==> config.mk <==
export PLATFORM = sky130hd
export DESIGN_NAME = axi_rd_slave
export DESIGN_NICKNAME = d
export VERILOG_FILES = /design/src/rtl/axi_pkg.sv /design/src/rtl/rd_slot_pkg.sv /design/src/rtl/rd_slot_alloc.sv /design/src/rtl/rd_slot.sv /design/src/rtl/rd_resp_seq.sv /design/src/rtl/axi_rd_slave.sv
export VERILOG_INCLUDE_DIRS = /design/src /design/src/rtl
export SDC_FILE = /design/constraint.sdc
export NUM_CORES = 1
export LEC_CHECK = 0
export ABC_AREA = 0
export BUFFER_PORTS_ARGS = -buffer_cell sky130_fd_sc_hd__buf_2
export CORE_ASPECT_RATIO = 1.5
export CORE_MARGIN = 5
export CORE_UTILIZATION = 45
export DETAILED_ROUTE_END_ITERATION = 6
export GPL_TIMING_DRIVEN = 1
export SLEW_MARGIN = 30
export SYNTH_ARGS = -nofsm -noshare
export SYNTH_HDL_FRONTEND = slang
export SYNTH_SLANG_ARGS = --single-unit
==> constraint.sdc <==
create_clock -name clk -period 10.2 [get_ports clk]
set_input_delay 1.53 -clock clk [delete_from_list [all_inputs] [get_ports clk]]
set_output_delay 1.53 -clock clk [all_outputs]
set_load 0.03 [all_outputs]
==> src/rtl/axi_rd_cfg.svh <==
`ifndef AXI_RD_CFG_SVH
`define AXI_RD_CFG_SVH

// --------------------------------------------------------------------------
// AXI field widths
// --------------------------------------------------------------------------

`define AXI_ID_WIDTH    4           // Transaction ID
`define AXI_ADDR_WIDTH  16          // Byte address
`define AXI_DATA_WIDTH  32          // Read data bus
`define AXI_LEN_WIDTH   8           // Burst length field
`define AXI_SIZE_WIDTH  3           // Beat size field

// --------------------------------------------------------------------------
// Read slave model behaviour
// --------------------------------------------------------------------------

// Number of reads the slave can hold at once
`define RD_OST_DEPTH    4

`define RD_MAX_BURST    8           // Beat buffer entries per slot

// A beat is fetched this many cycles minus the ID after the previous event
`define RD_FETCH_DLY    24

`define RD_ERR_ID       15          // Last beat of this ID gets SLVERR

`endif

==> src/rtl/axi_pkg.sv <==
`include "axi_rd_cfg.svh"

package axi_pkg;

    // ----------------------------------------------------------------------
    // AXI field vectors
    // ----------------------------------------------------------------------

    typedef logic [`AXI_ID_WIDTH-1:0]   id_t;
    typedef logic [`AXI_ADDR_WIDTH-1:0] addr_t;
    typedef logic [`AXI_DATA_WIDTH-1:0] data_t;
    typedef logic [`AXI_LEN_WIDTH-1:0]  len_t;       // Beats minus one
    typedef logic [`AXI_SIZE_WIDTH-1:0] size_t;      // Log2 of bytes per beat

    // ----------------------------------------------------------------------
    // Encoded fields
    // ----------------------------------------------------------------------

    typedef enum logic [1:0] {
        FIXED = 2'b00,                  // Same address every beat
        INCR  = 2'b01,                  // Address steps by beat size
        WRAP  = 2'b10                   // Served as FIXED in this model
    } burst_e;

    typedef enum logic [1:0] {
        OKAY   = 2'b00,
        SLVERR = 2'b10
    } resp_e;

endpackage

==> src/rtl/rd_slot_pkg.sv <==
`include "axi_rd_cfg.svh"

package rd_slot_pkg;

    // Index of one outstanding read slot
    typedef logic [$clog2(`RD_OST_DEPTH)-1:0] slot_idx_t;

    // Counts beats from 0 up to a full burst
    typedef logic [$clog2(`RD_MAX_BURST+1)-1:0] beat_cnt_t;

    // Fetch delay down-counter
    typedef logic [$clog2(`RD_FETCH_DLY+1)-1:0] fetch_cnt_t;

    typedef enum logic [1:0] {
        IDLE,                           // Free for a new request
        FETCH,                          // Beats still being fetched
        DRAIN,                          // All fetched, waiting for R
        RELEASE                         // One cycle before going free
    } slot_state_e;

endpackage

==> src/rtl/rd_slot_alloc.sv <==
`include "axi_rd_cfg.svh"

module rd_slot_alloc (
    input  logic                      clk,
    input  logic                      rst_n,
    input  logic                      arvalid,
    input  logic [`RD_OST_DEPTH-1:0]  busy,
    output logic                      arready,
    output logic [`RD_OST_DEPTH-1:0]  load,
    output logic                      push,
    output rd_slot_pkg::slot_idx_t    push_idx
);

    localparam int DEPTH = `RD_OST_DEPTH;

    logic [DEPTH-1:0]       free;
    logic                   found;
    rd_slot_pkg::slot_idx_t pick;

    // A slot in RELEASE still shows busy, so it is never reloaded early
    assign free = ~busy;

    // ----------------------------------------------------------------------
    // Lowest-numbered free slot
    // ----------------------------------------------------------------------

    always_comb begin
        pick  = '0;
        found = 1'b0;
        for (int i = 0; i < DEPTH; i++) begin
            if (free[i] && !found) begin
                pick  = rd_slot_pkg::slot_idx_t'(i);
                found = 1'b1;
            end
        end
    end

    assign arready  = found;                // Any slot free
    assign push     = arvalid & arready;    // AR handshake
    assign push_idx = pick;
    assign load     = {{(DEPTH-1){1'b0}}, push} << pick;

endmodule

==> src/rtl/rd_slot.sv <==
`include "axi_rd_cfg.svh"

module rd_slot (
    input  logic              clk,
    input  logic              rst_n,
    input  logic              load,
    input  axi_pkg::id_t      arid,
    input  axi_pkg::addr_t    araddr,
    input  axi_pkg::len_t     arlen,
    input  axi_pkg::size_t    arsize,
    input  axi_pkg::burst_e   arburst,
    input  logic              beat_take,
    output logic              busy,
    output logic              beat_avail,
    output axi_pkg::id_t      beat_id,
    output axi_pkg::data_t    beat_data,
    output axi_pkg::resp_e    beat_resp,
    output logic              beat_last
);

    localparam int BUF_AW = $clog2(`RD_MAX_BURST);

    rd_slot_pkg::slot_state_e state;
    rd_slot_pkg::slot_state_e state_nxt;

    // Captured request
    axi_pkg::id_t             id_q;
    axi_pkg::addr_t           addr_q;
    axi_pkg::len_t            len_q;
    axi_pkg::size_t           size_q;
    axi_pkg::burst_e          burst_q;

    rd_slot_pkg::fetch_cnt_t  fetch_cnt;    // Cycles left to next fetch
    rd_slot_pkg::beat_cnt_t   fetch_num;    // Beats written to the buffer
    rd_slot_pkg::beat_cnt_t   sent_num;     // Beats taken by the R channel
    rd_slot_pkg::beat_cnt_t   last_idx;

    logic                     fetch_now;
    logic                     fetch_done;
    logic                     send_done;
    axi_pkg::addr_t           aligned_addr;
    axi_pkg::addr_t           beat_addr;
    axi_pkg::data_t           beat_buf [`RD_MAX_BURST];

    assign last_idx   = rd_slot_pkg::beat_cnt_t'(len_q);
    assign fetch_now  = (state == rd_slot_pkg::FETCH) && (fetch_cnt == 1);
    assign fetch_done = fetch_now && (fetch_num == last_idx);
    assign send_done  = beat_take && (sent_num == last_idx);

    // ----------------------------------------------------------------------
    // Slot FSM
    // ----------------------------------------------------------------------

    always_comb begin
        state_nxt = state;
        case (state)
            rd_slot_pkg::IDLE:    if (load) state_nxt = rd_slot_pkg::FETCH;
            rd_slot_pkg::FETCH:   if (fetch_done) state_nxt = rd_slot_pkg::DRAIN;
            rd_slot_pkg::DRAIN:   if (send_done) state_nxt = rd_slot_pkg::RELEASE;
            rd_slot_pkg::RELEASE: state_nxt = rd_slot_pkg::IDLE;
            default:              state_nxt = rd_slot_pkg::IDLE;
        endcase
    end

    always_ff @(posedge clk or negedge rst_n) begin
        if (!rst_n) begin
            state <= rd_slot_pkg::IDLE;
        end else begin
            state <= state_nxt;
        end
    end

    // Request fields, written only on acceptance
    always_ff @(posedge clk) begin
        if (load) begin
            id_q    <= arid;
            addr_q  <= araddr;
            len_q   <= arlen;
            size_q  <= arsize;
            burst_q <= arburst;
        end
    end

    // ----------------------------------------------------------------------
    // Fetch delay and beat counters
    // ----------------------------------------------------------------------

    always_ff @(posedge clk or negedge rst_n) begin
        if (!rst_n) begin
            fetch_cnt <= '0;
            fetch_num <= '0;
            sent_num  <= '0;
        end else if (load) begin
            // Acceptance edge already spends one cycle of the delay
            fetch_cnt <= rd_slot_pkg::fetch_cnt_t'(`RD_FETCH_DLY - 1 - arid);
            fetch_num <= '0;
            sent_num  <= '0;
        end else begin
            if (fetch_now) begin
                fetch_cnt <= rd_slot_pkg::fetch_cnt_t'(`RD_FETCH_DLY - id_q);
                fetch_num <= fetch_num + 1'b1;
            end else if (state == rd_slot_pkg::FETCH) begin
                fetch_cnt <= fetch_cnt - 1'b1;
            end
            if (beat_take) begin
                sent_num <= sent_num + 1'b1;
            end
        end
    end

    // ----------------------------------------------------------------------
    // Beat address and buffer
    // ----------------------------------------------------------------------

    assign aligned_addr = addr_q & ~((axi_pkg::addr_t'(1) << size_q) - axi_pkg::addr_t'(1));

    always_comb begin
        beat_addr = addr_q;                 // FIXED and WRAP repeat the start
        if (burst_q == axi_pkg::INCR && fetch_num != 0) begin
            beat_addr = aligned_addr + (axi_pkg::addr_t'(fetch_num) << size_q);
        end
    end

    always_ff @(posedge clk) begin
        if (fetch_now) begin
            beat_buf[fetch_num[BUF_AW-1:0]] <= axi_pkg::data_t'({id_q, beat_addr});
        end
    end

    assign busy       = (state != rd_slot_pkg::IDLE);
    assign beat_avail = (fetch_num > sent_num);     // Buffered and unsent
    assign beat_id    = id_q;
    assign beat_data  = beat_buf[sent_num[BUF_AW-1:0]];
    assign beat_last  = (sent_num == last_idx);
    assign beat_resp  = (beat_last && id_q == axi_pkg::id_t'(`RD_ERR_ID)) ?
                        axi_pkg::SLVERR : axi_pkg::OKAY;

endmodule

==> src/rtl/rd_resp_seq.sv <==
`include "axi_rd_cfg.svh"

module rd_resp_seq (
    input  logic                      clk,
    input  logic                      rst_n,
    input  logic                      push,
    input  rd_slot_pkg::slot_idx_t    push_idx,
    input  logic [`RD_OST_DEPTH-1:0]  beat_avail,
    input  axi_pkg::id_t              beat_id   [`RD_OST_DEPTH],
    input  axi_pkg::data_t            beat_data [`RD_OST_DEPTH],
    input  axi_pkg::resp_e            beat_resp [`RD_OST_DEPTH],
    input  logic [`RD_OST_DEPTH-1:0]  beat_last,
    input  logic                      rready,
    output logic                      rvalid,
    output axi_pkg::id_t              rid,
    output axi_pkg::data_t            rdata,
    output axi_pkg::resp_e            rresp,
    output logic                      rlast,
    output logic [`RD_OST_DEPTH-1:0]  beat_take
);

    localparam int DEPTH = `RD_OST_DEPTH;
    localparam int PW    = $clog2(DEPTH);

    rd_slot_pkg::slot_idx_t order_q [DEPTH];    // Slot indices in AR order
    logic [PW:0]            wr_ptr;             // Extra bit tells full from empty
    logic [PW:0]            rd_ptr;
    logic                   empty;
    logic                   take;
    logic                   pop;
    rd_slot_pkg::slot_idx_t head;

    // ----------------------------------------------------------------------
    // Acceptance-order FIFO
    // ----------------------------------------------------------------------

    assign empty = (wr_ptr == rd_ptr);
    assign head  = order_q[rd_ptr[PW-1:0]];

    always_ff @(posedge clk) begin
        if (push) begin
            order_q[wr_ptr[PW-1:0]] <= push_idx;
        end
    end

    always_ff @(posedge clk or negedge rst_n) begin
        if (!rst_n) begin
            wr_ptr <= '0;
            rd_ptr <= '0;
        end else begin
            if (push) wr_ptr <= wr_ptr + 1'b1;
            if (pop)  rd_ptr <= rd_ptr + 1'b1;
        end
    end

    // ----------------------------------------------------------------------
    // R channel from the head slot
    // ----------------------------------------------------------------------

    assign rvalid    = !empty && beat_avail[head];
    assign rid       = beat_id[head];
    assign rdata     = beat_data[head];
    assign rresp     = beat_resp[head];
    assign rlast     = rvalid && beat_last[head];

    assign take      = rvalid && rready;            // R handshake
    assign pop       = take && rlast;               // Burst finished
    assign beat_take = {{(DEPTH-1){1'b0}}, take} << head;

endmodule

==> src/rtl/axi_rd_slave.sv <==
`include "axi_rd_cfg.svh"

module axi_rd_slave (
    input  logic             clk,
    input  logic             rst_n,
    // AR channel
    input  logic             arvalid,
    output logic             arready,
    input  axi_pkg::id_t     arid,
    input  axi_pkg::addr_t   araddr,
    input  axi_pkg::len_t    arlen,
    input  axi_pkg::size_t   arsize,
    input  axi_pkg::burst_e  arburst,
    // R channel
    output logic             rvalid,
    input  logic             rready,
    output axi_pkg::id_t     rid,
    output axi_pkg::data_t   rdata,
    output axi_pkg::resp_e   rresp,
    output logic             rlast
);

    localparam int DEPTH = `RD_OST_DEPTH;

    logic [DEPTH-1:0]       slot_busy;
    logic [DEPTH-1:0]       slot_load;      // One-hot capture strobe
    logic                   push;
    rd_slot_pkg::slot_idx_t push_idx;

    logic [DEPTH-1:0]       beat_avail;
    logic [DEPTH-1:0]       beat_last;
    logic [DEPTH-1:0]       beat_take;      // One-hot from the sequencer
    axi_pkg::id_t           beat_id   [DEPTH];
    axi_pkg::data_t         beat_data [DEPTH];
    axi_pkg::resp_e         beat_resp [DEPTH];

    rd_slot_alloc u_alloc (
        .clk      (clk),
        .rst_n    (rst_n),
        .arvalid  (arvalid),
        .busy     (slot_busy),
        .arready  (arready),
        .load     (slot_load),
        .push     (push),
        .push_idx (push_idx)
    );

    // ----------------------------------------------------------------------
    // Outstanding read slots
    // ----------------------------------------------------------------------

    for (genvar i = 0; i < DEPTH; i++) begin : g_slot
        rd_slot u_slot (
            .clk        (clk),
            .rst_n      (rst_n),
            .load       (slot_load[i]),
            .arid       (arid),
            .araddr     (araddr),
            .arlen      (arlen),
            .arsize     (arsize),
            .arburst    (arburst),
            .beat_take  (beat_take[i]),
            .busy       (slot_busy[i]),
            .beat_avail (beat_avail[i]),
            .beat_id    (beat_id[i]),
            .beat_data  (beat_data[i]),
            .beat_resp  (beat_resp[i]),
            .beat_last  (beat_last[i])
        );
    end

    rd_resp_seq u_seq (
        .clk        (clk),
        .rst_n      (rst_n),
        .push       (push),
        .push_idx   (push_idx),
        .beat_avail (beat_avail),
        .beat_id    (beat_id),
        .beat_data  (beat_data),
        .beat_resp  (beat_resp),
        .beat_last  (beat_last),
        .rready     (rready),
        .rvalid     (rvalid),
        .rid        (rid),
        .rdata      (rdata),
        .rresp      (rresp),
        .rlast      (rlast),
        .beat_take  (beat_take)
    );

endmodule

---- After elaboration in Yosys (flattened, before gate mapping) ----
Memory sizes are Yosys's and may differ from the RTL's.
Cells that the tools add are included.
storage, ports and cells
  memory bits (writable) .................. 648
  output and inout bits ................... 41
  memories kept ........................... 5
  flip-flop bits (word level) ............. 182
  input port bits ......................... 37
memory list
  memory                     words  width  read ports  clocked after Yosys merged registers in  wr ports  RTL line           text
  g_slot[0].u_slot.beat_buf  8      20     1           0                                        1         rd_slot.sv:43      axi_pkg::data_t beat_buf [`RD_MAX_BURST];
  g_slot[1].u_slot.beat_buf  8      20     1           0                                        1         rd_slot.sv:43
  g_slot[2].u_slot.beat_buf  8      20     1           0                                        1         rd_slot.sv:43
  g_slot[3].u_slot.beat_buf  8      20     1           0                                        1         rd_slot.sv:43
  u_seq.order_q              4      2      1           0                                        1         rd_resp_seq.sv:25  rd_slot_pkg::slot_idx_t order_q [DEPTH];
operators by class
  reductions and logical operators ........ 59
  muxes and demuxes ....................... 82
  bitwise gates (word level) .............. 11
  eq/ne operators ......................... 45
  shifts and indexed selects .............. 10
  add/subtract/negate cells ............... 27
  order comparisons ....................... 6
operator list
  operator                                                              count
  4-bit two-way mux                                                     18
  16-bit adder                                                          4
  16-bit AND                                                            4
  32-bit binary-select mux with 2-bit select                            1
  16-bit two-way mux                                                    4
  32-bit two-way mux                                                    2
  16-bit NOT                                                            4
  1-bit by 3-bit left shift with 16-bit output, first input constant    4
  4-bit by 3-bit left shift with 16-bit output                          4
  16-bit by 1-bit subtractor with 16-bit output, second input constant  4
  5-bit two-way mux                                                     12
  2-bit two-way mux                                                     20
  4-bit by 1-bit adder with 4-bit output, second input constant         8
  4-bit == test                                                         8
  2-bit one-hot mux with 4 select lines                                 4
  1-bit logical AND                                                     27
  5-bit by 4-bit subtractor with 5-bit output, first input constant     5
  2-bit nonzero test                                                    12
  5-bit by 1-bit == test with 1-bit output, second input constant       4
  5-bit by 1-bit subtractor with 5-bit output, second input constant    4
  1-bit two-way mux                                                     17
  2-bit by 1-bit == test with 1-bit output, second input constant       8
  2-bit == test, second input constant                                  8
  4-bit == test, second input constant                                  4
  other kinds (19)                                                      50

---- Logic depth before layout (Yosys ltp) ----
Gate-level depths: netlist of the first run.
  word-level depth ........................ 16
  gate-level depth with buffers ........... 15
  gate-level depth less buffers ........... 14

---- Modules after synthesis ----
A second synthesis of the first run with hierarchy kept.
unflattened totals
  cells, all modules ...................... 2604
  area total of the unflattened synthesis .. 38853.5 um^2
modules (own cells, without submodules)
  module                      instances  seq. area each (um^2)  area each (um^2)  cells an instance
  rd_slot (g_slot[1].u_slot)  1          6050.8                 9361.5            631
  rd_slot (g_slot[0].u_slot)  1          6050.8                 9295.2            635
  rd_slot (g_slot[3].u_slot)  1          6050.8                 9275.1            611
  rd_slot (g_slot[2].u_slot)  1          6050.8                 9123.8            606
  rd_resp_seq                 1          390.4                  1725.4            110
  rd_slot_alloc               1          0.0                    72.6              11

---- Least setup slack after synthesis of the first run ----
Ideal clock, no wire load.
  kind .................................... register to output
  start point ............................. register g_slot[2].u_slot.sent_num[1]
  end point ............................... output rvalid
  buffers on the path ..................... 2
  slack ................................... 6058 ps
  arrival ................................. 2612 ps
  cell stages (with the launch flop) ...... 10
  path through ............................ dfrtp_1 > clkbuf_1 > buf_1 > inv_1 > ha_1 > a21oi_1 > o21ai_0 > nand3b_4 > a311oi_2 > nor2b_1
on the way
  cells in the longest elaborated chain, start to end .. 4
ends and longest elaborated chain
  what                                       RTL line            text
  from (decl)                                rd_slot.sv:35       rd_slot_pkg::beat_cnt_t sent_num;
  from (signal assigned)                     rd_slot.sv:106      sent_num <= sent_num + 1'b1;
  4-bit > comparator                         rd_slot.sv:131      assign beat_avail = (fetch_num > sent_num);
  1-bit binary-select mux with 2-bit select  rd_resp_seq.sv:60   assign rvalid = !empty && beat_avail[head];
  1-bit two-way mux (implied by the code)    rd_resp_seq.sv:60
  1-bit logical AND                          rd_resp_seq.sv:60
  to (decl)                                  axi_rd_slave.sv:15  output logic rvalid,
Every way passes these cells. The select of a mux whose other input is x is not followed.

---- Worst setup path in the final report of the first run ----
  start point ............................. register u_seq.rd_ptr[0]
  end point ............................... output rdata[8]
on the way
  cells in the longest elaborated chain, start to end .. 5
ends and longest elaborated chain
  what                                                   RTL line            text
  from (decl)                                            rd_resp_seq.sv:27   logic [PW:0] rd_ptr;
  from (signal assigned)                                 rd_resp_seq.sv:52   if (pop) rd_ptr <= rd_ptr + 1'b1;
  memory 4 x 2 bit                                       --
  2-bit NOT with 3-bit output (implied by the code)      rd_resp_seq.sv:62   assign rdata = beat_data[head];
  32-bit binary-select mux with 2-bit select             rd_resp_seq.sv:62
  32-bit two-way mux (implied by the code) (2 in a row)  rd_resp_seq.sv:62
  to (decl)                                              axi_rd_slave.sv:18  output axi_pkg::data_t rdata,
Every way passes these cells. The select of a mux whose other input is x is not followed.

==> metrics.txt, run 1 <==
# TYPE chip_impl_metric gauge
chip_impl_metric{name="pin_count_of_the_biggest_net_entering_global_routing",unit=""} 67
chip_impl_info{name="min_path_type",value="flip-flop to flip-flop"} 1
chip_impl_metric{name="num_vias",unit=""} 22100
chip_impl_metric{name="h-tree-depth",unit=""} 3
chip_impl_metric{name="synth-edff-count",unit=""} 764
chip_impl_metric{name="ys_types",unit=""} 77
chip_impl_metric{name="report.final.setup_viol",unit=""} 0
chip_impl_metric{name="finish.net_count",unit=""} 2821
chip_impl_metric{name="die_y",unit="µm"} 365
chip_impl_metric{name="yosys_warnings",unit=""} 0
chip_impl_metric{name="die_x",unit="µm"} 247
chip_impl_metric{name="drc",unit=""} 0
chip_impl_metric{name="drt_pass1_iterations",unit=""} 6
chip_impl_info{name="timing.setup.critical_path_class",value="flip-flop to output port"} 1
chip_impl_info{name="crit_top_cell",value="sky130_fd_sc_hd__a21oi_1"} 1
chip_impl_info{name="critical_path.cell_chain",value="mux4_4 > buf_4 > a21oi_1 > a21oi_1 > o21ai_0 > buf_2"} 1
chip_impl_metric{name="die_area",unit="µm²"} 90100
chip_impl_metric{name="wl_met3",unit="µm"} 3880
chip_impl_metric{name="synthAdderAreaFrac",unit="%"} 3.95
chip_impl_metric{name="clk_latency",unit="ns"} 0.64
chip_impl_metric{name="port-buffer-count",unit=""} 60
chip_impl_metric{name="total_count_of_hold_check_failures_in_the_final_report",unit=""} 0
chip_impl_metric{name="cts_buffers",unit=""} 76
chip_impl_metric{name="vias_in_the_first_global_route",unit=""} 22700
chip_impl_info{name="tritoncts",value="built"} 1
chip_impl_metric{name="fin_crit_sh",unit="%"} 55.0
chip_impl_info{name="cts.root.buffer_cell",value="sky130_fd_sc_hd__clkbuf_16"} 1
chip_impl_metric{name="syn_area",unit="µm²"} 37800
chip_impl_metric{name="finalMaxSlewViolations",unit=""} 0
chip_impl_metric{name="worst-endpoint-required",unit="ns"} 8.67
chip_impl_metric{name="flow.area_growth_from_synthesis",unit="%"} 10.8
chip_impl_metric{name="avgRoutedWirePerCell",unit="µm"} 24.9
chip_impl_info{name="yosys_most_used_dff",value="sky130_fd_sc_hd__edfxtp_1"} 1
chip_impl_metric{name="synth_area_per_cell",unit="µm²"} 14.5
chip_impl_metric{name="synth_sequential_area_ratio",unit="%"} 65.0
chip_impl_metric{name="wire_length_of_the_first_global_routing_pass",unit="µm"} 143000
chip_impl_metric{name="synthesized_netlist_cell_count",unit=""} 2607
chip_impl_metric{name="muxShareOfSynthArea",unit="%"} 10.9
chip_impl_metric{name="hold_buffer_count_at_cts",unit=""} 0
chip_impl_info{name="critical_path.endpoint_type",value="output port"} 1
chip_impl_metric{name="cellLeakagePower",unit="nW"} 14.5
chip_impl_metric{name="met2RoutedLength",unit="µm"} 52700
chip_impl_metric{name="synth_simple_gate_area_share",unit="%"} 8.63
chip_impl_metric{name="net-switching-power",unit="mW"} 3.81
chip_impl_info{name="grt_setup_unrepaired",value="false"} 1
chip_impl_metric{name="totalNegativeSetupSlack",unit="ns"} 0
chip_impl_metric{name="max-slew-margin-rel",unit="%"} 34.2
chip_impl_metric{name="worst_clock_skew",unit="ns"} 0.0203
chip_impl_metric{name="p_sw_share",unit="%"} 35.9
chip_impl_metric{name="antenna_cells_inserted",unit=""} 0
chip_impl_info{name="routed.top_layer",value="met4"} 1
chip_impl_info{name="status",value="finished, final reports clean"} 1
chip_impl_metric{name="maxClockFrequency",unit="MHz"} 178
chip_impl_metric{name="tightest_slew",unit="ns"} 0.981
chip_impl_metric{name="place_congestion",unit=""} 0.866
chip_impl_info{name="timing.critical_path.slowest_stage_cell",value="sky130_fd_sc_hd__mux4_4"} 1
chip_impl_metric{name="io_pins",unit=""} 78
chip_impl_metric{name="clockBufferDepth",unit=""} 3
chip_impl_metric{name="post_layout_nonfiller_instances",unit=""} 3851
chip_impl_metric{name="num_rows",unit=""} 130
chip_impl_metric{name="internal_power",unit="mW"} 6.79
chip_impl_metric{name="placedCellCount",unit=""} 3709
chip_impl_metric{name="grt.overflow.total",unit=""} 0
chip_impl_metric{name="synthArstFlopShare",unit="%"} 7.95
chip_impl_metric{name="p_per_area",unit="nW/µm²"} 253
chip_impl_metric{name="top_cell_type_s_share_of_synthesized_area",unit="%"} 60.6
chip_impl_metric{name="max_cap_violations",unit=""} 0
chip_impl_metric{name="arrival",unit="ns"} 4.08
chip_impl_metric{name="cts_num_sinks",unit=""} 830
chip_impl_metric{name="cp_slowest_stage_delay",unit="ns"} 1.03
chip_impl_metric{name="critical_path_peak_fanout",unit=""} 50
chip_impl_metric{name="track_usage",unit="%"} 21.3
chip_impl_metric{name="synth-compound-area-share",unit="%"} 6.03
chip_impl_metric{name="hpwl",unit="µm"} 66800
chip_impl_metric{name="power_frac_clock",unit="%"} 25.6
chip_impl_metric{name="finalWorstPathRequiredPeriod",unit="ns"} 5.61
chip_impl_metric{name="totalWireLength",unit="µm"} 95800
chip_impl_metric{name="drive_gt1_share",unit="%"} 16.8
chip_impl_metric{name="remaining_number_of_nets_flagged_by_the_antenna_check_after_routing",unit=""} 0
chip_impl_metric{name="power_frac_seq",unit="%"} 41.5
chip_impl_metric{name="p_comb_share",unit="%"} 32.9
chip_impl_info{name="synth_top_family_by_area",value="multiplexers"} 1
chip_impl_info{name="largest_cells_by_area_after_synthesis",value="sky130_fd_sc_hd__edfxtp_1, sky130_fd_sc_hd__mux4_2, sky130_fd_sc_hd__dfrtp_1"} 1
chip_impl_metric{name="ir_drop",unit="mV"} 0.346
chip_impl_metric{name="cts.repair.resized",unit=""} 0
chip_impl_metric{name="core_area",unit="µm²"} 83600
chip_impl_info{name="critical_path_startpoint_category",value="flip-flop"} 1
chip_impl_metric{name="synthXorXnorAreaFrac",unit="%"} 2.78
chip_impl_metric{name="initial_utilization",unit="%"} 45.3
chip_impl_metric{name="number_of_vias_per_cell",unit=""} 5.73
chip_impl_info{name="synth_area_leader_cell",value="sky130_fd_sc_hd__edfxtp_1"} 1
chip_impl_metric{name="synth_seq_cells",unit=""} 830
chip_impl_metric{name="cts.repair_timing.setup_buffer_count",unit=""} 0
chip_impl_metric{name="antenna_found_initial",unit=""} 7
chip_impl_metric{name="dr.first_iter.drc_count",unit=""} 1842
chip_impl_metric{name="met1_wire_length",unit="µm"} 36200
chip_impl_metric{name="worst_setup_hold_path_clk_slew",unit="ns"} 0.06
==> per-stage QoR <==
stage               utilization (%)  worst slack [ns]  power [mW]  hold WS, ns  instance area, µm²
finish                         50.1              4.59        10.6        0.494               41900
global route                   50.1              4.48        11.1        0.525               41900
CTS                            50.1              4.57        10.7        0.498               41900
detailed placement             47.3              5.26        7.96        0.487               39500
global placement               47.3              5.24        7.89        0.476               39500
floorplan                         -              6.06        6.78        0.461               37900
==> state kept, by name, summed over array words and instances (netlist names) <==
| signal | count |
|---|---|
| u_seq.wr_ptr | 3 |
| g_slot.u_slot.addr_q | 64 |
| g_slot.u_slot.fetch_cnt | 20 |
| g_slot.u_slot.sent_num | 16 |
| g_slot.u_slot.len_q | 16 |
| g_slot.u_slot.burst_q | 8 |
| g_slot.u_slot.state | 8 |
| u_seq.rd_ptr | 3 |
| u_seq.order_q | 8 |
| g_slot.u_slot.beat_buf | 640 |
| g_slot.u_slot.size_q | 12 |
| g_slot.u_slot.beat_id | 16 |
| g_slot.u_slot.fetch_num | 16 |
==> power by group through the flow <==
stage | clock (mW) | combinational (mW) | sequential (mW)
after global placement | 0 | 3.43 | 4.45
after CTS | 2.77 | 3.51 | 4.40
after detailed placement | 0 | 3.50 | 4.47
after global routing | 2.91 | 3.80 | 4.42
after floorplan | 0 | 2.46 | 4.31
final | 2.71 | 3.49 | 4.39
==> path summary, 6_finish.rpt <==
kind | from | endpoint | slack (ns) | cells past startpoint
max reg2reg | g_slot[3].u_slot.size_q[2]$_DFFE_PP_ | g_slot[3].u_slot.beat_buf[0][10]$_DFFE_PP_ | 5.60 | 11
min reg2reg | u_seq.wr_ptr[2]$_DFFE_PN0P_ | u_seq.wr_ptr[2]$_DFFE_PN0P_ | 0.49 | 1
min | u_seq.wr_ptr[2]$_DFFE_PN0P_ | u_seq.wr_ptr[2]$_DFFE_PN0P_ | 0.49 | 1
max | u_seq.rd_ptr[0]$_DFFE_PN0P_ | rdata[8] | 4.59 | 6
max in group asynchronous | rst_n | g_slot[1].u_slot.sent_num[1]$_DFFE_PN0P_ | 8.78 | 1
min in group asynchronous | rst_n | g_slot[2].u_slot.state[1]$_DFFE_PN0P_ | 0.93 | 1
==> kinds of logic after synthesis <==
group           after synthesis
flops                       830
simple gates                723
other cells                   1
fa+ha+maj                   117
buf+inv                     245
xor+xnor                    120
mux                         203
compound gates              368
==> Yosys cell counts (all sizes together) (4+ instances only) <==
master,count
o21bai,4
nor2,121
nand2,371
o31ai,9
nand4,20
o211ai,38
a21boi,9
and2,24
o21a,9
nand2b,26
a211oi,7
mux2,13
inv,99
and3b,4
a21o,8
a2bb2oi,4
a31oi,6
a21oi,101
ha,113
nand3,40
xor2,49
mux2i,24
edfxtp,764
o21ai,124
o22ai,9
nor3,41
o211a,7
mux4,166
nor4,8
buf,40
o31a,5
and4b,4
clkbuf,105
dfrtp,66
or3,11
nor2b,13
xnor2,71
and3,21
a221o,4
nand3b,6
fa,4
==> cells in the final DEF (no fill, tap or decap), drive strengths merged, types with 26 or more instances in the layout <==
cell,instances
a21oi,101
buf,115
clkbuf,87
clkinv,39
dfrtp,66
edfxtp,764
ha,113
inv,104
mux4,166
nand2,371
nand2b,26
nand3,40
nor2,121
nor3,41
o211ai,38
o21ai,124
xnor2,71
xor2,49
==> routing by layer <==
layer	up-vias	global-route usage (%)
li1	9922	-
met1	11400	25.0
met2	572	40.5
met3	166	2.43
met4	0	6.86
met5	-	0
==> worst max-delay path, delay by kind of cell (launching register included) <==
kind | cells | cell delay [ns]
compound gates | 3 | 1.08
buf+inv | 2 | 0.76
flops | 1 | 0.50
mux | 1 | 1.03
==> layout make-up <==
type	count	area [µm²]
clock buffers	87	1950
well taps	1122	1400
fillers	7096	41700
inverters	100	377
multi-input cells	1544	12500
repair buffers	115	747
clock inverters	53	367
flip-flops and latches	830	24600
Power figures use the tool's default switching activity.
==> run 2: changes to the inputs <==
==> constraint.sdc (replaced) <==
create_clock -name clk -period 5.21 [get_ports clk]
set_input_delay 0.7815 -clock clk [delete_from_list [all_inputs] [get_ports clk]]
set_output_delay 0.7815 -clock clk [all_outputs]
set_load 0.03 [all_outputs]
==> metrics.txt, run 2 (synthesis results as in run 1) <==
# TYPE chip_impl_metric gauge
chip_impl_info{name="final_common_cell",value="sky130_fd_sc_hd__edfxtp_1"} 1
chip_impl_metric{name="die_x",unit="µm"} 247
chip_impl_metric{name="hold_buffer_count_at_cts",unit=""} 0
chip_impl_metric{name="place_congestion",unit=""} 0.900
chip_impl_info{name="min_path_type",value="primary input to async pin"} 1
chip_impl_metric{name="worst_setup_hold_path_clk_slew",unit="ns"} 0.07
chip_impl_metric{name="track_usage",unit="%"} 21.5
chip_impl_metric{name="drt_pass1_iterations",unit=""} 6
chip_impl_metric{name="die_area",unit="µm²"} 90100
chip_impl_metric{name="max_cap_violations",unit=""} 0
chip_impl_metric{name="clockBufferDepth",unit=""} 3
chip_impl_info{name="grt_setup_unrepaired",value="false"} 1
chip_impl_metric{name="cts.repair_timing.setup_buffer_count",unit=""} 0
chip_impl_metric{name="report.final.setup_viol",unit=""} 0
chip_impl_metric{name="core_area",unit="µm²"} 83600
chip_impl_metric{name="drc",unit=""} 0
chip_impl_metric{name="tightest_slew",unit="ns"} 0.923
chip_impl_metric{name="cts_buffers",unit=""} 77
chip_impl_metric{name="antenna_found_initial",unit=""} 9
chip_impl_metric{name="grt.overflow.total",unit=""} 0
chip_impl_info{name="layout_common_cells",value="sky130_fd_sc_hd__edfxtp_1, sky130_fd_sc_hd__nand2_1, sky130_fd_sc_hd__mux4_2, sky130_fd_sc_hd__o21ai_0, sky130_fd_sc_hd__ha_1"} 1
chip_impl_metric{name="total_count_of_hold_check_failures_in_the_final_report",unit=""} 0
chip_impl_metric{name="io_pins",unit=""} 78
chip_impl_metric{name="h-tree-depth",unit=""} 3
chip_impl_info{name="status",value="finished, final reports clean"} 1
chip_impl_metric{name="vias_in_the_first_global_route",unit=""} 22600
chip_impl_metric{name="pin_count_of_the_biggest_net_entering_global_routing",unit=""} 67
chip_impl_metric{name="ir_drop",unit="mV"} 0.531
chip_impl_metric{name="totalNegativeSetupSlack",unit="ns"} 0
chip_impl_metric{name="whs",unit="ns"} 0.170
chip_impl_metric{name="max-slew-margin-rel",unit="%"} 38.3
chip_impl_metric{name="grt_use_met2",unit="%"} 40.7
chip_impl_metric{name="worst_clock_skew",unit="ns"} 0.0195
chip_impl_metric{name="remaining_number_of_nets_flagged_by_the_antenna_check_after_routing",unit=""} 0
chip_impl_metric{name="cts_num_sinks",unit=""} 830
chip_impl_metric{name="finish.net_count",unit=""} 2839
chip_impl_info{name="cts.root.buffer_cell",value="sky130_fd_sc_hd__clkbuf_16"} 1
chip_impl_metric{name="arrival",unit="ns"} 4.91
chip_impl_metric{name="number_of_vias_per_cell",unit=""} 5.77
chip_impl_metric{name="port-buffer-count",unit=""} 60
chip_impl_metric{name="drive_gt1_share",unit="%"} 16.9
chip_impl_metric{name="hpwl",unit="µm"} 67900
chip_impl_metric{name="finalMaxSlewViolations",unit=""} 0
chip_impl_metric{name="totalWireLength",unit="µm"} 96700
chip_impl_metric{name="clk_latency",unit="ns"} 0.63
chip_impl_metric{name="worst-endpoint-required",unit="ns"} 5.53
chip_impl_metric{name="cellLeakagePower",unit="nW"} 14.7
chip_impl_metric{name="flow.area_growth_from_synthesis",unit="%"} 11.3
chip_impl_metric{name="fin_crit_sh",unit="%"} 88.2
chip_impl_info{name="timing.setup.critical_path_class",value="flip-flop to flip-flop"} 1
chip_impl_metric{name="cts.repair.resized",unit=""} 0
chip_impl_metric{name="grtUsageMet3",unit="%"} 2.28
chip_impl_metric{name="critical_path_peak_fanout",unit=""} 11
chip_impl_metric{name="num_rows",unit=""} 130
chip_impl_info{name="tritoncts",value="built"} 1
chip_impl_metric{name="initial_utilization",unit="%"} 45.3
chip_impl_metric{name="maxClockFrequency",unit="MHz"} 218
chip_impl_metric{name="die_y",unit="µm"} 365
chip_impl_metric{name="avgRoutedWirePerCell",unit="µm"} 25.1
chip_impl_metric{name="finalWorstPathRequiredPeriod",unit="ns"} 4.59
chip_impl_metric{name="global_route.usage.met1",unit="%"} 25.3
chip_impl_metric{name="dr.first_iter.drc_count",unit=""} 1588
chip_impl_metric{name="largest_register_ff_count",unit=""} 640
chip_impl_info{name="critical_path.endpoint_type",value="flip-flop"} 1
chip_impl_info{name="critical_path_startpoint_category",value="flip-flop"} 1
chip_impl_metric{name="num_vias",unit=""} 22300
chip_impl_metric{name="p_per_area",unit="nW/µm²"} 499
chip_impl_info{name="layer_carrying_the_most_global_route_usage",value="met2"} 1
chip_impl_metric{name="wire_length_of_the_first_global_routing_pass",unit="µm"} 144000
-- run 2: final timing paths --
kind	to	cells after the start	slack [ns]	from
min in group clk	g_slot[2].u_slot.addr_q[3]$_DFFE_PP_	1	0.49	araddr[3]
worst min register to register	u_seq.rd_ptr[2]$_DFFE_PN0P_	1	0.51	u_seq.rd_ptr[2]$_DFFE_PN0P_
worst min-delay path	g_slot[2].u_slot.fetch_cnt[3]$_DFFE_PN0P_	1	0.17	rst_n
worst max register to register	g_slot[2].u_slot.beat_buf[4][15]$_DFFE_PP_	13	0.62	g_slot[2].u_slot.size_q[2]$_DFFE_PP_
worst max-delay path	g_slot[2].u_slot.beat_buf[4][15]$_DFFE_PP_	13	0.62	g_slot[2].u_slot.size_q[2]$_DFFE_PP_
max in group asynchronous	g_slot[1].u_slot.sent_num[0]$_DFFE_PN0P_	1	4.54	rst_n
-- run 2: layout make-up --
type | instances | area (µm²)
multi-input combinational | 1544 | 12500
fill | 7091 | 41500
inverter | 100 | 377
antenna | 2 | 5.00
clock buffer | 93 | 2080
clock inverter | 36 | 325
tap | 1122 | 1400
timing repair buffer | 132 | 860
sequential | 830 | 24600
-- run 2: worst max-delay path, stage by stage (launching register included) --
cell and delay (ns):
sky130_fd_sc_hd__edfxtp_1 0.56, sky130_fd_sc_hd__or3_1 0.48, sky130_fd_sc_hd__ha_1 0.29, sky130_fd_sc_hd__or3_1 0.36, sky130_fd_sc_hd__and3_1 0.17, sky130_fd_sc_hd__ha_1 0.33, sky130_fd_sc_hd__nand2_1 0.06, sky130_fd_sc_hd__o21ai_0 0.49
sky130_fd_sc_hd__o221a_2 0.36, sky130_fd_sc_hd__o31a_1 0.15, sky130_fd_sc_hd__o21ai_0 0.11, sky130_fd_sc_hd__buf_4 0.19, sky130_fd_sc_hd__nor2_1 0.12, sky130_fd_sc_hd__xor2_1 0.60
-- run 2: power breakdown --
part	internal, mW	switching [mW]	total, mW
Clock	3.13	2.39	5.52
Combinational	2.42	4.31	6.73
Sequential	8.08	0.682	8.76
Total	13.6	7.38	21.0
-- run 2: stage by stage --
step,worst slack (ns),instance area [µm²],util (%),total power [mW],instances
final,0.616,42100,50.4,21.0,3859
after global routing,0.476,42100,50.4,22.1,3857
after CTS,0.579,42100,50.4,21.2,3857
after detailed placement,0.706,39700,47.5,15.7,3728
after global placement,0.766,39700,47.5,15.5,3728
after floorplan,1.22,37900,-,13.3,2619
-- run 2: layer usage --
metal / vias to the layer above / wire, µm
met2: 632 / 52600
met3: 162 / 4310
li1: 9952 / -
met1: 11500 / 36600
met4: 2 / 3220
met5: - / 13
==> run 3: changes to the inputs <==
--- a/config.mk
+++ b/config.mk
@@ -16,4 +16,5 @@
 export SLEW_MARGIN = 30
 export SYNTH_ARGS = -nofsm -noshare
 export SYNTH_HDL_FRONTEND = slang
+export SYNTH_HIERARCHICAL = 1
 export SYNTH_SLANG_ARGS = --single-unit
==> metrics.txt, run 3 <==
# TYPE chip_impl_metric gauge
chip_impl_info{name="status",value="finished, final reports clean"} 1
chip_impl_metric{name="worst-endpoint-required",unit="ns"} 4.43
chip_impl_metric{name="fin_crit_sh",unit="%"} 80.0
chip_impl_info{name="layout_common_cells",value="sky130_fd_sc_hd__edfxtp_1, sky130_fd_sc_hd__nand2_1, sky130_fd_sc_hd__mux4_2, sky130_fd_sc_hd__ha_1, sky130_fd_sc_hd__inv_1"} 1
chip_impl_metric{name="muxShareOfSynthArea",unit="%"} 12.9
chip_impl_metric{name="vias_in_the_first_global_route",unit=""} 22900
chip_impl_metric{name="number_of_vias_per_cell",unit=""} 5.72
chip_impl_metric{name="p_per_area",unit="nW/µm²"} 505
chip_impl_metric{name="synthXorXnorAreaFrac",unit="%"} 2.37
chip_impl_metric{name="total_count_of_hold_check_failures_in_the_final_report",unit=""} 0
chip_impl_metric{name="flow.area_growth_from_synthesis",unit="%"} 10.3
chip_impl_metric{name="port-buffer-count",unit=""} 60
chip_impl_metric{name="worst_setup_hold_path_clk_slew",unit="ns"} 0.06
chip_impl_metric{name="grt.overflow.total",unit=""} 0
chip_impl_metric{name="antenna_cells_inserted",unit=""} 0
chip_impl_metric{name="totalWireLength",unit="µm"} 96000
chip_impl_metric{name="largest_register_ff_count",unit=""} 640
chip_impl_info{name="synth_top_family_by_area",value="multiplexers"} 1
chip_impl_metric{name="max-slew-margin-rel",unit="%"} 35.3
chip_impl_metric{name="worst_clock_skew",unit="ns"} 0.0244
chip_impl_metric{name="drt_pass1_iterations",unit=""} 6
chip_impl_metric{name="syn_area",unit="µm²"} 38900
chip_impl_metric{name="io_pins",unit=""} 78
chip_impl_metric{name="ir_drop",unit="mV"} 0.271
chip_impl_metric{name="cts_num_sinks",unit=""} 830
chip_impl_info{name="synth_top_cells_by_count",value="sky130_fd_sc_hd__edfxtp_1, sky130_fd_sc_hd__nand2_1, sky130_fd_sc_hd__mux4_2"} 1
chip_impl_metric{name="dr.first_iter.drc_count",unit=""} 1839
chip_impl_metric{name="multi_input_gate_area_in_the_final_layout",unit="µm²"} 13200
chip_impl_info{name="timing.setup.critical_path_class",value="flip-flop to output port"} 1
chip_impl_metric{name="avgRoutedWirePerCell",unit="µm"} 24.9
chip_impl_metric{name="hold_buffer_count_at_cts",unit=""} 0
chip_impl_metric{name="ys_types",unit=""} 94
chip_impl_info{name="min_path_type",value="primary input to async pin"} 1
chip_impl_metric{name="arrival",unit="ns"} 3.39
chip_impl_metric{name="synthArstFlopShare",unit="%"} 7.95
chip_impl_metric{name="track_usage",unit="%"} 20.6
chip_impl_metric{name="die_area",unit="µm²"} 92400
chip_impl_metric{name="top_cell_type_s_share_of_synthesized_area",unit="%"} 59.0
chip_impl_metric{name="finalWorstPathRequiredPeriod",unit="ns"} 4.17
chip_impl_metric{name="cts_buffers",unit=""} 78
chip_impl_metric{name="place_congestion",unit=""} 0.909
chip_impl_metric{name="synthesized_netlist_cell_count",unit=""} 2604
chip_impl_metric{name="num_rows",unit=""} 132
chip_impl_metric{name="finalMaxSlewViolations",unit=""} 0
chip_impl_info{name="critical_path_startpoint_category",value="flip-flop"} 1
chip_impl_metric{name="clk_latency",unit="ns"} 0.63
chip_impl_metric{name="totalNegativeSetupSlack",unit="ns"} 0
chip_impl_metric{name="die_y",unit="µm"} 370
chip_impl_metric{name="num_vias",unit=""} 22100
chip_impl_metric{name="antenna_found_initial",unit=""} 10
chip_impl_metric{name="cts.repair_timing.setup_buffer_count",unit=""} 0
chip_impl_metric{name="synth_seq_cells",unit=""} 830
chip_impl_metric{name="setup.reg_to_reg.worst_slack",unit="ns"} 1.29
chip_impl_info{name="synth_area_leader_cell",value="sky130_fd_sc_hd__edfxtp_1"} 1
chip_impl_info{name="largest_cells_by_area_after_synthesis",value="sky130_fd_sc_hd__edfxtp_1, sky130_fd_sc_hd__mux4_2, sky130_fd_sc_hd__dfrtp_1"} 1
chip_impl_metric{name="synth_sequential_area_ratio",unit="%"} 63.3
chip_impl_metric{name="finish.net_count",unit=""} 2815
chip_impl_info{name="critical_path.endpoint_type",value="output port"} 1
chip_impl_metric{name="n_fill_cell",unit=""} 7182
chip_impl_metric{name="finalWorstSetupSlack",unit="ns"} 1.04
chip_impl_info{name="tritoncts",value="built"} 1
chip_impl_metric{name="synth-compound-area-share",unit="%"} 5.14
chip_impl_metric{name="drc",unit=""} 0
chip_impl_info{name="post-synth-top-count-cell",value="sky130_fd_sc_hd__edfxtp_1"} 1
chip_impl_metric{name="h-tree-depth",unit=""} 3
chip_impl_metric{name="synth-edff-count",unit=""} 764
chip_impl_metric{name="synth_area_per_cell",unit="µm²"} 14.9
chip_impl_metric{name="pin_count_of_the_biggest_net_entering_global_routing",unit=""} 67
chip_impl_metric{name="drive_gt1_share",unit="%"} 19.5
chip_impl_metric{name="core_area",unit="µm²"} 86000
chip_impl_info{name="grt_setup_unrepaired",value="false"} 1
chip_impl_metric{name="report.final.setup_viol",unit=""} 0
chip_impl_metric{name="clockBufferDepth",unit=""} 3
chip_impl_metric{name="cellLeakagePower",unit="nW"} 14.9
chip_impl_metric{name="initial_utilization",unit="%"} 45.2
chip_impl_metric{name="yosys_warnings",unit=""} 6
chip_impl_info{name="final_common_cell",value="sky130_fd_sc_hd__edfxtp_1"} 1
chip_impl_info{name="cts.root.buffer_cell",value="sky130_fd_sc_hd__clkbuf_16"} 1
chip_impl_info{name="yosys_most_used_dff",value="sky130_fd_sc_hd__edfxtp_1"} 1
chip_impl_metric{name="wire_length_of_the_first_global_routing_pass",unit="µm"} 144000
chip_impl_metric{name="tightest_slew",unit="ns"} 0.960
chip_impl_metric{name="maxClockFrequency",unit="MHz"} 240
chip_impl_metric{name="hpwl",unit="µm"} 65800
chip_impl_metric{name="synthAdderAreaFrac",unit="%"} 3.85
chip_impl_metric{name="worst_r2r_path_depth",unit=""} 9
chip_impl_metric{name="cts.repair.resized",unit=""} 0
chip_impl_metric{name="regArea",unit="µm²"} 24600
chip_impl_metric{name="dp_worst_setup_slack",unit="ns"} 1.30
chip_impl_metric{name="synth_simple_gate_area_share",unit="%"} 8.79
chip_impl_metric{name="critical_path_peak_fanout",unit=""} 32
chip_impl_metric{name="max_cap_violations",unit=""} 0
chip_impl_metric{name="remaining_number_of_nets_flagged_by_the_antenna_check_after_routing",unit=""} 0
chip_impl_metric{name="die_x",unit="µm"} 250
run 3: report_power, final:
part	total, mW	switching [mW]	internal (mW)
registers	8.60	0.540	8.06
logic	7.54	4.67	2.86
clock network	5.50	2.45	3.05
run 3: critical path, stage by stage, from the launching register on:
cell,delay (ns)
sky130_fd_sc_hd__dfrtp_2,0.43
sky130_fd_sc_hd__buf_4,0.54
sky130_fd_sc_hd__buf_4,0.36
sky130_fd_sc_hd__mux4_2,0.53
sky130_fd_sc_hd__nand2_1,0.08
sky130_fd_sc_hd__nand2_1,0.08
sky130_fd_sc_hd__mux4_2,0.51
sky130_fd_sc_hd__buf_2,0.21
run 3: logic make-up (layout without fill, tap and decap cells):
family / after synthesis / after routing
fa+ha+maj: 117 / 117
other cells: 4 / 52
mux: 245 / 245
simple gates: 731 / 731
flops: 830 / 830
xor+xnor: 105 / 105
compound gates: 285 / 285
buf+inv: 287 / 357
run 3: area by class of cell:
class / count / share of cell area (%)
repair buffers: 117 / 1.83
inverters: 99 / 0.867
clock buffers: 93 / 4.83
multi-input cells: 1535 / 30.9
flip-flops and latches: 830 / 57.4
well taps: 1139 / 3.33
clock inverters: 48 / 0.855
run 3: metrics by stage:
stage                     power [mW]  util, %  cells  area [µm²]  hold WS, ns
after floorplan                 14.0        -   2652       39000        0.460
after global placement          16.1     46.9   3719       40400        0.475
after detailed placement        16.4     47.0   3720       40400        0.483
after CTS                       21.9     49.8   3861       42800        0.331
after global routing            22.8     49.8   3861       42900        0.229
final                           21.6     49.8   3861       42900        0.190
run 3: final timing paths:
check / endpoint / start
setup / recovery: rdata[16] / g_slot[1].u_slot/sent_num[0]$_DFFE_PN0P_
hold / removal: u_seq/wr_ptr[0]$_DFFE_PN0P_ / rst_n
setup reg to reg: g_slot[0].u_slot/beat_buf[7][10]$_DFFE_PP_ / g_slot[0].u_slot/size_q[1]$_DFFE_PP_
hold reg to reg: u_seq/rd_ptr[2]$_DFFE_PN0P_ / u_seq/rd_ptr[2]$_DFFE_PN0P_
max in group asynchronous: g_slot[1].u_slot/sent_num[1]$_DFFE_PN0P_ / rst_n
min in group clk: u_seq/rd_ptr[2]$_DFFE_PN0P_ / u_seq/rd_ptr[2]$_DFFE_PN0P_
run 3: metal layers:
metal	part of all wire (%)	vias to the layer above	global-route usage, %
met3	4.4	176	2.38
met2	53	591	37.6
li1	-	9887	-
met4	4.2	2	8.30
met5	0.014	-	0
met1	38	11400	25.1
